--- config.mk ---
export PLATFORM = sky130hd
export DESIGN_NAME = simonTop
export DESIGN_NICKNAME = d
export VERILOG_FILES = /design/src/common/simonPkg.sv /design/src/source/simonTop.sv /design/src/simonEngine/simonEngine.sv /design/src/source/simonKeyStep.sv /design/src/source/simonRound.sv
export VERILOG_INCLUDE_DIRS = /design/src /design/src/common
export SDC_FILE = /design/constraint.sdc
export NUM_CORES = 1
export LEC_CHECK = 0
export BUFFER_PORTS_ARGS = -buffer_cell sky130_fd_sc_hd__buf_2
export CORE_MARGIN = 5
export CORE_UTILIZATION = 45
export CTS_CLUSTER_SIZE = 25
export DETAILED_ROUTE_END_ITERATION = 7
export PLACE_DENSITY = 0.72
export SLEW_MARGIN = 30
export SYNTH_ARGS = -nofsm -noshare
export SYNTH_HDL_FRONTEND = slang
export SYNTH_SLANG_ARGS = --single-unit
--- constraint.sdc ---
create_clock -name clkAll -period 4.9 [get_ports clkAll]
set_clock_uncertainty 0.1 [all_clocks]
set_input_delay 0 -clock clkAll [delete_from_list [all_inputs] [get_ports clkAll]]
set_output_delay 0 -clock clkAll [all_outputs]
set_load 0.02 [all_outputs]
--- src/common/simon_defs.svh ---
`ifndef SIMON_DEFS_SVH
`define SIMON_DEFS_SVH

// word size in bits
`define SIMON_N 16

// key words for the 64-bit key
`define SIMON_M 4

`define SIMON_T 32 // rounds per block
`define SIMON_CW 5 // wide enough for count 0..31

// z0 sequence, bit 0 is the constant for the first key step
`define SIMON_Z0 62'b0110011100001101010010001011111_0110011100001101010010001011111

`endif
--- src/common/simonPkg.sv ---
`include "simon_defs.svh"

package simonPkg;

	typedef logic [`SIMON_N-1:0] wordT;

	// index 1 is the left half
	typedef wordT [1:0] blockT;

	typedef wordT [`SIMON_M-1:0] keyT; // word 0 is the first round key

	typedef logic [`SIMON_CW-1:0] roundT;

	typedef enum logic [1:0]
	{
		stIdle,
		stLoad,
		stExecute,
		stWrite
	} engineStateT;

endpackage

--- src/source/simonTop.sv ---
module simonTop
(
	input logic clkAll,
	input logic nR,
	input logic newData,
	input logic newKey,
	input logic encDec,
	input logic readData,
	input simonPkg::blockT plain,
	input simonPkg::keyT key,
	output logic ldData,
	output logic ldKey,
	output logic doneData,
	output logic doneKey,
	output simonPkg::blockT cipher
);

	import simonPkg::*;

	keyT keyWin; // four newest key words
	roundT count;
	wordT nextKey;

	simonEngine engine0
	(
		.clkAll(clkAll),
		.nR(nR),
		.newData(newData),
		.newKey(newKey),
		.encDec(encDec),
		.readData(readData),
		.plain(plain),
		.key(key),
		.nextKey(nextKey),
		.ldData(ldData),
		.ldKey(ldKey),
		.doneData(doneData),
		.doneKey(doneKey),
		.cipher(cipher),
		.keyWin(keyWin),
		.count(count)
	);

	// key step runs beside the engine, purely combinational
	simonKeyStep keyStep0
	(
		.keyWin(keyWin),
		.count(count),
		.nextKey(nextKey)
	);

endmodule

--- src/simonEngine/simonEngine.sv ---
`include "simon_defs.svh"

module simonEngine
(
	input logic clkAll,
	input logic nR,
	input logic newData,
	input logic newKey,
	input logic encDec,
	input logic readData,
	input simonPkg::blockT plain,
	input simonPkg::keyT key,
	input simonPkg::wordT nextKey,
	output logic ldData,
	output logic ldKey,
	output logic doneData,
	output logic doneKey,
	output simonPkg::blockT cipher,
	output simonPkg::keyT keyWin,
	output simonPkg::roundT count
);

	import simonPkg::*;

	engineStateT state;
	engineStateT stateNext;

	logic goData; // request latched in stLoad, job starts next edge
	logic goKey;
	logic encMode;
	logic acceptData;
	logic acceptKey;
	logic lastRound;
	logic keyStepOn;

	wordT keyStore [`SIMON_T];
	wordT roundKey;
	roundT revIdx;
	roundT keyIdx;
	blockT blockReg;
	blockT roundOut;

	function automatic blockT swapHalves(input blockT b);
		return {b[0], b[1]};
	endfunction

	// decrypt only runs on a finished schedule
	always_comb
	begin
		acceptKey = newKey;
		if (encDec)
			acceptData = newData && (newKey || doneKey);
		else
			acceptData = newData && doneKey;
	end

	assign lastRound = (count == roundT'(`SIMON_T - 2));
	assign revIdx = roundT'(`SIMON_T - 1) - count;
	assign keyIdx = count + roundT'(`SIMON_M);
	assign keyStepOn = ldKey && (count < roundT'(`SIMON_T - `SIMON_M));

	assign roundKey = encMode ? keyStore[count] : keyStore[revIdx];

	simonRound round0
	(
		.block(blockReg),
		.roundKey(roundKey),
		.next(roundOut)
	);

	always_comb
	begin
		case (state)
			stIdle:
			begin
				stateNext = stLoad;
			end
			stLoad:
			begin
				if (goData || goKey)
					stateNext = stExecute;
				else
					stateNext = stLoad;
			end
			stExecute:
			begin
				if (lastRound)
					stateNext = stWrite;
				else
					stateNext = stExecute;
			end
			stWrite:
			begin
				// hold here until the host has taken the result
				if (ldData || ldKey || doneData || readData)
					stateNext = stWrite;
				else
					stateNext = stLoad;
			end
			default:
			begin
				stateNext = stIdle;
			end
		endcase
	end

	always_ff @(posedge clkAll, negedge nR)
	begin
		if (!nR)
		begin
			state <= stIdle;
			count <= '0;
		end
		else
		begin
			state <= stateNext;
			if (state == stExecute)
				count <= count + roundT'(1);
			else if (state != stWrite)
				count <= '0; // count holds 31 through stWrite
		end
	end

	always_ff @(posedge clkAll, negedge nR)
	begin
		if (!nR)
		begin
			goData <= 1'b0;
			goKey <= 1'b0;
			encMode <= 1'b1;
			ldData <= 1'b0;
			ldKey <= 1'b0;
			doneData <= 1'b0;
			doneKey <= 1'b0;
		end
		else
		begin
			if (readData)
				doneData <= 1'b0;
			case (state)
				stIdle:
				begin
					goData <= 1'b0;
					goKey <= 1'b0;
				end
				stLoad:
				begin
					if (goData || goKey)
					begin
						ldData <= goData;
						ldKey <= goKey;
						goData <= 1'b0;
						goKey <= 1'b0;
					end
					else
					begin
						goData <= acceptData;
						goKey <= acceptKey;
						if (acceptData)
							encMode <= encDec;
						if (acceptKey)
							doneKey <= 1'b0; // old schedule is being replaced
					end
				end
				stWrite:
				begin
					if (ldData)
					begin
						ldData <= 1'b0;
						doneData <= 1'b1;
					end
					if (ldKey)
					begin
						ldKey <= 1'b0;
						doneKey <= 1'b1;
					end
				end
				default:
				begin
				end
			endcase
		end
	end

	always_ff @(posedge clkAll, negedge nR)
	begin
		if (!nR)
			cipher <= '0;
		else if ((state == stWrite) && ldData)
			cipher <= encMode ? roundOut : swapHalves(roundOut); // last round applied here
	end

	// block register, swapped on the way in for decryption
	always_ff @(posedge clkAll)
	begin
		if ((state == stLoad) && !(goData || goKey) && acceptData)
			blockReg <= encDec ? plain : swapHalves(plain);
		else if ((state == stExecute) && ldData)
			blockReg <= roundOut;
	end

	always_ff @(posedge clkAll)
	begin
		if ((state == stLoad) && !(goData || goKey) && acceptKey)
		begin
			for (int i = 0; i < `SIMON_M; i++)
				keyStore[i] <= key[i];
			keyWin <= key;
		end
		else if ((state == stExecute) && keyStepOn)
		begin
			keyStore[keyIdx] <= nextKey; // always ahead of the round that reads it
			keyWin <= {nextKey, keyWin[`SIMON_M-1:1]};
		end
	end

endmodule

--- src/source/simonKeyStep.sv ---
`include "simon_defs.svh"

module simonKeyStep
(
	input simonPkg::keyT keyWin,
	input simonPkg::roundT count,
	output simonPkg::wordT nextKey
);

	import simonPkg::*;

	localparam zSeq = `SIMON_Z0;
	localparam wordT roundConst = wordT'(3);

	wordT rot3;
	wordT mixA;
	wordT mixB;
	wordT zWord;
	logic zBit;

	function automatic wordT ror(input wordT x, input int s);
		return (x >> s) | (x << (`SIMON_N - s));
	endfunction

	// newest key word sits at the top of the window
	assign rot3 = ror(keyWin[`SIMON_M-1], 3);
	assign mixA = rot3 ^ keyWin[1];
	assign mixB = mixA ^ ror(mixA, 1);

	assign zBit = zSeq[count]; // one constant bit per key step
	assign zWord = {{(`SIMON_N-1){1'b0}}, zBit};

	// ~k0 ^ 3 is the usual c ^ k0 with c = 0xfffc
	assign nextKey = ~keyWin[0] ^ mixB ^ zWord ^ roundConst;

endmodule

--- src/source/simonRound.sv ---
`include "simon_defs.svh"

module simonRound
(
	input simonPkg::blockT block,
	input simonPkg::wordT roundKey,
	output simonPkg::blockT next
);

	import simonPkg::*;

	wordT left;
	wordT right;
	wordT mix;

	function automatic wordT rol(input wordT x, input int s);
		return (x << s) | (x >> (`SIMON_N - s));
	endfunction

	assign left = block[1];
	assign right = block[0];

	// nonlinear part of the Feistel step
	assign mix = (rol(left, 1) & rol(left, 8)) ^ rol(left, 2);

	assign next[1] = right ^ roundKey ^ mix;
	assign next[0] = left; // old left moves right

endmodule

After elaboration in Yosys (flattened, before gate mapping)
Memories as Yosys holds them, arrays and structs flattened. Cells that the tools add are included.

Register bits after elaboration: 142. Memories: 2. Bits of input ports: 102. Memory bits (writable): 512. Output and inout port bits: 36. ROM bits: 32.

Memories: engine0.keyStore (words 32, bits a word 16, read ports 2, clocked after memory_dff 0, wr ports 4, line simonEngine.sv:36) `` wordT keyStore [`SIMON_T]; ``; (no name shown) (words 32, bits a word 1, read ports 1, clocked after memory_dff 0, wr ports 0, line simonKeyStep.sv:30) `assign zBit = zSeq[count];`.

Magnitude comparators: 2. Add/sub/neg operators: 3. Bitwise gates (word level): 16. Muxes and demuxes: 38. Equal/unequal tests: 9. Reductions and logical operators: 25.

Operator list (count): 32-bit 2-to-1 mux (4); 64-bit 2-to-1 mux (2); 16-bit bitwise XOR (6); 16-bit 2-to-1 mux (2); 1-bit 2-to-1 mux (19); 16-bit bitwise AND (1); 16-bit inverter (1); 13-bit by 16-bit OR with 16-bit output (1); 15-bit by 16-bit OR with 16-bit output (1); 16-bit by 1-bit OR with 16-bit output (1); 16-bit by 2-bit OR with 16-bit output (1); 16-bit by 8-bit OR with 16-bit output (1); 16-bit OR reduction (1); 16-bit by 1-bit bitwise XOR with 16-bit output (1); 5-bit 2-to-1 mux (3); 1-bit one-hot mux with 2 select lines (5); 2-bit nonzero test (5); 1-bit logical AND (9); 2-bit one-hot mux with 4 select lines (1); 5-bit by 7-bit less-than comparator with 1-bit output, second input constant (1); 2-bit != test, second input constant (3); 5-bit by 1-bit adder with 5-bit output, second input constant (1); 5-bit by 3-bit adder with 5-bit output, second input constant (1); 5-bit equality test, second input constant (1); other kinds (14) (21).

Depth between registers and ports, before layout
Gate-level depths: netlist of the first run.

Word-level depth: 9. Gate-level depth with buffers: 12.

By module
Synthesis of the first run repeated with hierarchy kept, for this count alone.

Cells, all modules: 2068. Area total of the unflattened synthesis: 32578.7 sq um.

By module, submodules not included: simonEngine (cells each 1945, area an instance 31371.3 sq um, times used 1); simonRound (cells each 64, area an instance 680.7 sq um, times used 1); simonKeyStep (cells each 59, area an instance 526.8 sq um, times used 1).

Worst setup path after synthesis of the first run
No wires, ideal clock.

Path kind: flip-flop to flip-flop. From: register engine0.count[0]. To: memory engine0.keyStore[0][0] in the netlist's numbering, data pin. Data arrival time: 3.264 ns. Slack: 1.397 ns. Setup time: 0.139 ns. Clock period less this slack: 3.503 ns. Cell stages (with the launch flop): 12. Data required time: 4.661 ns. Path buffers: 4. Path through: dfrtp_1 buf_6 buf_6 buf_6 buf_4 inv_1 ha_1 mux4_2 nand2_1 o21ai_0 xnor2_1 mux2_2.

RTL lines: start, declared (line simonEngine.sv:20) `output simonPkg::roundT count`; start signal, assigned (line simonEngine.sv:118) `count <= count + roundT'(1);`; end, declared (line simonEngine.sv:36).

Final worst setup path of the first run
From: register engine0.count[0]. To: register engine0.blockReg[25] in the netlist's numbering, data pin.

Cells in the longest elaborated chain, start to end: 7.

Ends and longest elaborated chain: 5-bit subtractor (line simonEngine.sv:58) `` assign revIdx = roundT'(`SIMON_T - 1) - count; ``; memory 32 x 16 bit (*); 16-bit 2-to-1 mux (*) (line simonEngine.sv:62) `assign roundKey = encMode ? keyStore[count] : keyStore[revIdx];`; 16-bit bitwise XOR (*) (2 in series) (line simonRound.sv:26) `assign next[1] = right ^ roundKey ^ mix;`; 32-bit 2-to-1 mux (*) (line simonEngine.sv:198) `else if ((state == stExecute) && ldData)`; 32-bit 2-to-1 mux (*) (line simonEngine.sv:196) `if ((state == stLoad) && !(goData || goKey) && acceptData)`; end signal, assigned (line simonEngine.sv:197) `blockReg <= encDec ? plain : swapHalves(plain);`; end signal, assigned (line simonEngine.sv:199) `blockReg <= roundOut;`; end, declared (line simonEngine.sv:40) `blockT blockReg;`.

Mark *: on every way between the ends. The rest lies on a longest branch, timed or not. The select of a mux whose other input is x is not followed. A chain may end at the register's enable or synchronous reset.

==> results of run 1 <==
## cells in the final DEF, fill, tap and decap left out, drive strengths merged, types with 6 or more instances in the layout
cell           n
edfxtp       608
buf          211
mux4         193
nor2         170
mux2i        161
mux2         154
nand2        151
dlygate4sd3  119
xnor2        111
a21oi         89
o21ai         89
clkbuf        78
o211ai        48
dfrtp         45
o221ai        32
a221oi        32
clkinv        30
nand3         26
inv           20
a21o          17
nor3          16
a221o         16
nor3b         16
xor2           8
bufinv         7
nor2b          7
ha             6
## synth_stat cells, types with 8 or more instances
library cell	n
sky130_fd_sc_hd__o21ai_2	16
sky130_fd_sc_hd__a221oi_1	32
sky130_fd_sc_hd__mux2_2	138
sky130_fd_sc_hd__xor2_1	8
sky130_fd_sc_hd__mux2i_1	161
sky130_fd_sc_hd__a21oi_1	89
sky130_fd_sc_hd__dfrtp_1	45
sky130_fd_sc_hd__a21o_1	17
sky130_fd_sc_hd__nand3_1	26
sky130_fd_sc_hd__o21ai_0	69
sky130_fd_sc_hd__o211ai_1	48
sky130_fd_sc_hd__buf_6	11
sky130_fd_sc_hd__buf_4	12
sky130_fd_sc_hd__nand2_1	151
sky130_fd_sc_hd__nor2_1	170
sky130_fd_sc_hd__clkbuf_1	87
sky130_fd_sc_hd__buf_1	15
sky130_fd_sc_hd__mux4_2	193
sky130_fd_sc_hd__o221ai_1	32
sky130_fd_sc_hd__a221o_1	16
sky130_fd_sc_hd__buf_2	39
sky130_fd_sc_hd__nor3b_1	16
sky130_fd_sc_hd__xnor2_1	111
sky130_fd_sc_hd__mux2_4	16
sky130_fd_sc_hd__nor3_1	16
sky130_fd_sc_hd__edfxtp_1	608
sky130_fd_sc_hd__inv_1	20
## metrics by stage
step                      utilization (%)  setup WS (ns)  std cells  area [sq um]  hold slack [ns]
after floorplan                         -           1.40       2200         33000           -0.396
after detailed placement             47.8           1.08       3206         34800           0.0627
after global routing                 52.4          0.982       3443         38200           0.0488
final                                52.4           1.06       3444         38200           0.0480
after global placement               47.8           1.16       3206         34800           0.0502
after CTS                            52.4           1.07       3443         38200           0.0231
## sequential cells by signal, summed over array words and instances, names as in the netlist
name              flops
engine0.count         5
engine0.goKey         1
engine0.keyWin       64
engine0.goData        1
engine0.doneData      1
engine0.keyStore    512
engine0.ldKey         1
engine0.blockReg     32
engine0.encMode       1
engine0.doneKey       1
engine0.ldData        1
engine0.state         2
engine0.cipher       32
## routing by layer
| metal | share of wire [%] | wire length [um] |
|---|---|---|
| met1 | 38 | 35800 |
| met2 | 48 | 45800 |
| met3 | 11 | 10200 |
| met4 | 3.3 | 3160 |
| met5 | 0.014 | 13 |
## worst min-delay path by stage
stage	startpoint	endpoint	slack [ns]	cells past startpoint
after floorplan	nR	engine0.cipher[0]$_DFFE_PN0P_	-0.40	0
after global placement	nR	engine0.cipher[8]$_DFFE_PN0P_	0.05	2
after detailed placement	nR	engine0.cipher[24]$_DFFE_PN0P_	0.06	2
after CTS	readData	engine0.doneData$_DFF_PN0_	0.02	3
after global routing	readData	engine0.doneData$_DFF_PN0_	0.05	3
final	readData	engine0.doneData$_DFF_PN0_	0.05	3
## area by class of cell
| class | instances | area, sq um |
|---|---|---|
| fillers | 5798 | 34700 |
| clock buffers | 78 | 1760 |
| flip-flops and latches | 654 | 19400 |
| multi-input cells | 1362 | 12800 |
| clock inverters | 40 | 398 |
| repair buffers | 330 | 2490 |
| diodes | 1 | 2.50 |
| inverters | 20 | 75.1 |
| well taps | 959 | 1200 |
## worst max-delay path: stages, from the launching register on
cell                       delay, ns
sky130_fd_sc_hd__dfrtp_4        0.75
sky130_fd_sc_hd__buf_12         0.49
sky130_fd_sc_hd__mux4_2         0.57
sky130_fd_sc_hd__mux2i_1        0.32
sky130_fd_sc_hd__nor2_1         0.06
sky130_fd_sc_hd__o21ai_0        0.80
sky130_fd_sc_hd__mux2_2         0.30
sky130_fd_sc_hd__o211ai_1       0.09
## power by group
part	internal [mW]	switching, mW
Sequential	9.36	0.575
Clock	2.95	2.19
Combinational	3.31	6.43
## cells by family (layout without fill, tap and decap cells)
group                      count (synthesis)  in the layout  synth area share (%)
DFF                                      654            654                  58.8
muxes                                    508            508                  23.5
and+or+nand+nor                          402            402                  5.11
AOI/OAI and AO/OA                        327            327                  6.63
buffers and inverters                    184            468                  2.63
xor gates and xnor gates                 119            119                  3.16
adders and majority gates                  6              6                 0.227
other                                      0              1                     0
==> metrics.txt, run 1 <==
IR Drop Worst-Case VDD 0.511 mV; period utilization 78.3%; area of the core 72,800 sq um; number of enable-type register cells in the synthesized netlist 608; maxcap violations 0; power density relative to cell area 650 nW/um^2; die height 281 um; Clk pin slew, worst setup/hold paths 0.06 ns; wire length per cell 27.6 um; Die X-Extent 281 um; worst-margin pin slew 1.02 ns; number of warning messages in the yosys log 0; fraction of layout instances using a drive strength above 1 28.1%; count of hold buffers inserted by post-cts repair 119; DRC violations left 0; busiest layer in global routing met2; Die Outline Area 78,900 sq um; clk sinks 654; endpoint of the worst-slack reg-to-reg timing path engine0.blockReg[25]$_DFFE_PP_; CTS Buf Count 67; synthesis-stage register bit count 654; synthesized netlist net count 2,308; global routing usage summed across all routing layers 23.7%; kind of critical path reg -> reg; sequential fraction of the synthesis area 58.8%; number of global-route vias before repair 21,800; starting density of the core 45.3%; pin count of the biggest net entering global routing 84; maximum clock frequency 0.261 GHz; outcome completed; routability-driven placement congestion ratio 0.890; GR Util met3 5.32%; setup repair after global routing missed its margin false; Power Total 24.8 mW; largest fanout on the critical path 73; origin of the critical flop-to-flop path engine0.count[0]$_DFFE_PN0P_; H-tree levels 3; global-route congestion overflow total 0; final setup violating endpoints 0; Reg2Reg Setup Slack 1.06 ns; Critical Path End engine0.blockReg[25]$_DFFE_PP_; Row Count 99; hold violation count in the final report 0; latest clock arrival within the worst-skew pair 0.62 ns; Leak Pwr 12.4 nW; buffer type at the clock tree root sky130_fd_sc_hd__clkbuf_16; remaining number of nets flagged by the antenna check after routing 0; Reg2Reg Depth 7; predominant post-synthesis flop cell sky130_fd_sc_hd__edfxtp_1; clock tree from TritonCTS done; arrival time of the worst setup path 4.05 ns; CP endpoint kind flop; startpoint type of the worst setup path flop; Slew Viols, Final 0; buffers inserted by post-CTS timing repair 0; cells after synthesis 2,200; worst hold path type in -> reg; met1 Usage GRT 32.7%; count of routing violations after the opening detailed-route iteration 3,008; Worst Path Required 5.12 ns; iteration count of the initial detailed-routing pass 5; final routed wirelength across all metal layers 95,000 um; source of the critical timing path engine0.count[0]$_DFFE_PN0P_; first-pass GRT wire length 142,000 um; final worst path period need 3.84 ns; area growth from synthesis to layout 15.6%; total vias in the final route 21,900; number of buffers inserted by port buffering 137; global routing met2 resource utilization 38.2%; largest area contributor in the synthesized netlist sky130_fd_sc_hd__edfxtp_1; Area contributors post-synth sky130_fd_sc_hd__edfxtp_1 55%, sky130_fd_sc_hd__mux4_2 13%, sky130_fd_sc_hd__mux2i_1 4.9%; post-route setup TNS 0 ns; IO Count 138; cell area after synthesis 33,000 sq um; routed via count divided by cell count 6.35; worst relative slew slack 32.2%; Post-Syn Area per Cell 15.0 sq um; largest buffer count on any clock path 3; unique cell type count in the Yosys netlist 43; post-DP HPWL 62,400 um; number of antenna violations at the first check in global routing 4; post-synthesis async set-or-reset flop share 7.03%; fraction of synthesized cell area taken by the top area cell type 55.3%; net count reported at finish 2,543; post-cts sizing count 0
(Power assumes the default switching activity.)
==> run 2, diff against run 1 <==
==> constraint.sdc (replaced) <==
create_clock -name clkAll -period 3.61 [get_ports clkAll]
set_clock_uncertainty 0.1 [all_clocks]
set_input_delay 0 -clock clkAll [delete_from_list [all_inputs] [get_ports clkAll]]
set_output_delay 0 -clock clkAll [all_outputs]
set_load 0.02 [all_outputs]
==> run 2 against run 1 <==
Net effect: count of clock-buffer cells in the layout grew 10; clock power grew 41%; worst setup slack lost 0.86 ns; sequential share of layout area shrank 0.95 points; combinational power grew 41%; wire length grew 1.0%; via count grew 0.65%; largest cell class unchanged; largest power group is now combinational cells.
==> metrics.txt, run 2 (same netlist as run 1, synthesis figures left out) <==
worst relative slew slack 33.6%; count of routing violations after the opening detailed-route iteration 2,767; IR Drop Worst-Case VDD 0.626 mV; net count reported at finish 2,600; iteration count of the initial detailed-routing pass 5; maxcap violations 0; slowest CP cell sky130_fd_sc_hd__dfrtp_4; IO Count 138; number of antenna violations at the first check in global routing 4; period utilization 94.4%; kind of critical path reg -> reg; Clk pin slew, worst setup/hold paths 0.06 ns; post-DP HPWL 63,500 um; largest fanout on the critical path 37; DRC violations left 0; post-cts sizing count 0; clock tree from TritonCTS done; flip-flop count of the largest register after layout 512; routability-driven placement congestion ratio 0.883; hold violation count in the final report 0; number of global-route vias before repair 22,500; setup repair after global routing missed its margin false; maximum single-stage delay on the critical path 0.57 ns; CP endpoint kind flop; Buffers & Inverters on Critical Path 3; Row Count 99; number of buffers inserted by port buffering 137; CP Cell Sequence buf_12 > buf_12 > mux2_2 > a221oi_1 > o211ai_1 > o21ai_0 > buf_4 > mux2_2 > o211ai_1; wire length per cell 27.4 um; worst-margin pin slew 0.994 ns; fraction of layout instances using a drive strength above 1 29.4%; post-layout worst setup margin 0.202 ns; worst hold slack 0.0537 ns; clk sinks 654; total vias in the final route 22,000; Die X-Extent 281 um; routed via count divided by cell count 6.28; instance count after placement with tap cells included 3,258; remaining number of nets flagged by the antenna check after routing 0; Leak Pwr 12.7 nW; area of the core 72,800 sq um; startpoint type of the worst setup path flop; Worst Path Required 3.97 ns; H-tree levels 3; Post-Place Setup Slack 0.279 ns; global routing usage summed across all routing layers 24.1%; leading cell type in the layout, fill and taps excluded sky130_fd_sc_hd__edfxtp_1; pin count of the biggest net entering global routing 84; starting density of the core 45.3%; largest buffer count on any clock path 3; area growth from synthesis to layout 17.8%; outcome completed; maximum clock frequency 0.293 GHz; leading registers by flop count engine0.keyStore x512, engine0.keyWin x64; post-route setup TNS 0 ns; Die Outline Area 78,900 sq um; final routed wirelength across all metal layers 96,000 um; Power Total 34.4 mW; die height 281 um; CTS Buf Count 69; buffer type at the clock tree root sky130_fd_sc_hd__clkbuf_16; power density relative to cell area 884 nW/um^2; commonest cells after routing, fill and taps aside 608 x sky130_fd_sc_hd__edfxtp_1, 193 x sky130_fd_sc_hd__mux4_2, 161 x sky130_fd_sc_hd__mux2i_1; first-pass GRT wire length 143,000 um; latest clock arrival within the worst-skew pair 0.63 ns; arrival time of the worst setup path 3.77 ns; final setup violating endpoints 0; family with the most delay on the worst path compound AO/OA/AOI/OAI gates; global-route congestion overflow total 0; Layout Cells excl Fill 3,507; Top reg by flops engine0.keyStore; worst hold path type in -> reg; Slew Viols, Final 0; final worst path period need 3.41 ns
## run 2: cell count changes in the layout (fill, tap and decap cells not counted), moves of 2 or more
cell,delta
sky130_fd_sc_hd__buf_4,+38
sky130_fd_sc_hd__bufinv_16,+2
sky130_fd_sc_hd__clkbuf_1,+9
sky130_fd_sc_hd__clkinv_2,-6
sky130_fd_sc_hd__clkinv_8,+2
sky130_fd_sc_hd__buf_12,+15
## run 2: metrics by stage
step	utilization [%]	cell area [sq um]
detailed placement	48.6	35400
global placement	48.6	35400
global route	53.4	38900
finish	53.4	38900
CTS	53.4	38900
floorplan	-	33000
## run 2: layer usage
layer | share of wire [%] | GRT usage (%) | up-vias
met5 | 0.034 | 0 | -
met4 | 4.3 | 8.69 | 4
met3 | 10 | 5.86 | 258
met2 | 48 | 39.6 | 1264
met1 | 37 | 31.6 | 11200
li1 | - | - | 9262
## run 2: worst paths after layout
| path | startpoint | endpoint | slack, ns | depth (start not counted) |
|---|---|---|---|---|
| setup / recovery | engine0.count[0]$_DFFE_PN0P_ | engine0.blockReg[28]$_DFFE_PP_ | 0.20 | 9 |
| hold / removal | readData | engine0.doneData$_DFF_PN0_ | 0.05 | 3 |
| setup reg to reg | engine0.count[0]$_DFFE_PN0P_ | engine0.blockReg[28]$_DFFE_PP_ | 0.20 | 9 |
| hold reg to reg | engine0.cipher[7]$_DFFE_PN0P_ | engine0.cipher[7]$_DFFE_PN0P_ | 0.39 | 2 |
| max in group asynchronous | nR | engine0.count[3]$_DFFE_PN0P_ | 2.60 | 4 |
| min in group asynchronous | nR | engine0.cipher[14]$_DFFE_PN0P_ | 0.43 | 4 |
## run 2: area by class of cell
class / count / area (sq um)
diodes: 1 / 2.50
clock buffers: 88 / 1810
clock inverters: 38 / 473
fillers: 5758 / 33900
inverters: 20 / 75.1
multi-input cells: 1362 / 12800
flip-flops and latches: 654 / 19400
well taps: 959 / 1200
repair buffers: 385 / 3100
## run 2: power breakdown
| part | internal [mW] | switching (mW) | total (mW) | leakage, nW |
|---|---|---|---|---|
| Combinational | 4.92 | 8.79 | 13.7 | 5.57 |
| Sequential | 12.7 | 0.688 | 13.4 | 6.08 |
| Clock | 4.23 | 3.04 | 7.26 | 1.10 |
| Total | 21.9 | 12.5 | 34.4 | 12.7 |
## run 2: worst register-to-register path, cell delays in order (launching register included)
cell	delay, ns
sky130_fd_sc_hd__dfrtp_4	0.57
sky130_fd_sc_hd__buf_12	0.29
sky130_fd_sc_hd__buf_12	0.30
sky130_fd_sc_hd__mux2_2	0.38
sky130_fd_sc_hd__a221oi_1	0.36
sky130_fd_sc_hd__o211ai_1	0.34
sky130_fd_sc_hd__o21ai_0	0.22
sky130_fd_sc_hd__buf_4	0.24
sky130_fd_sc_hd__mux2_2	0.35
sky130_fd_sc_hd__o211ai_1	0.09
## run 2: timing repair
| item | CTS | global route |
|---|---|---|
| hold endpoints to repair | 210 | 0 |
| hold buffers | 121 | 0 |
| endpoints found under the setup margin | 0 | 1 |
| setup buffers | 0 | 0 |
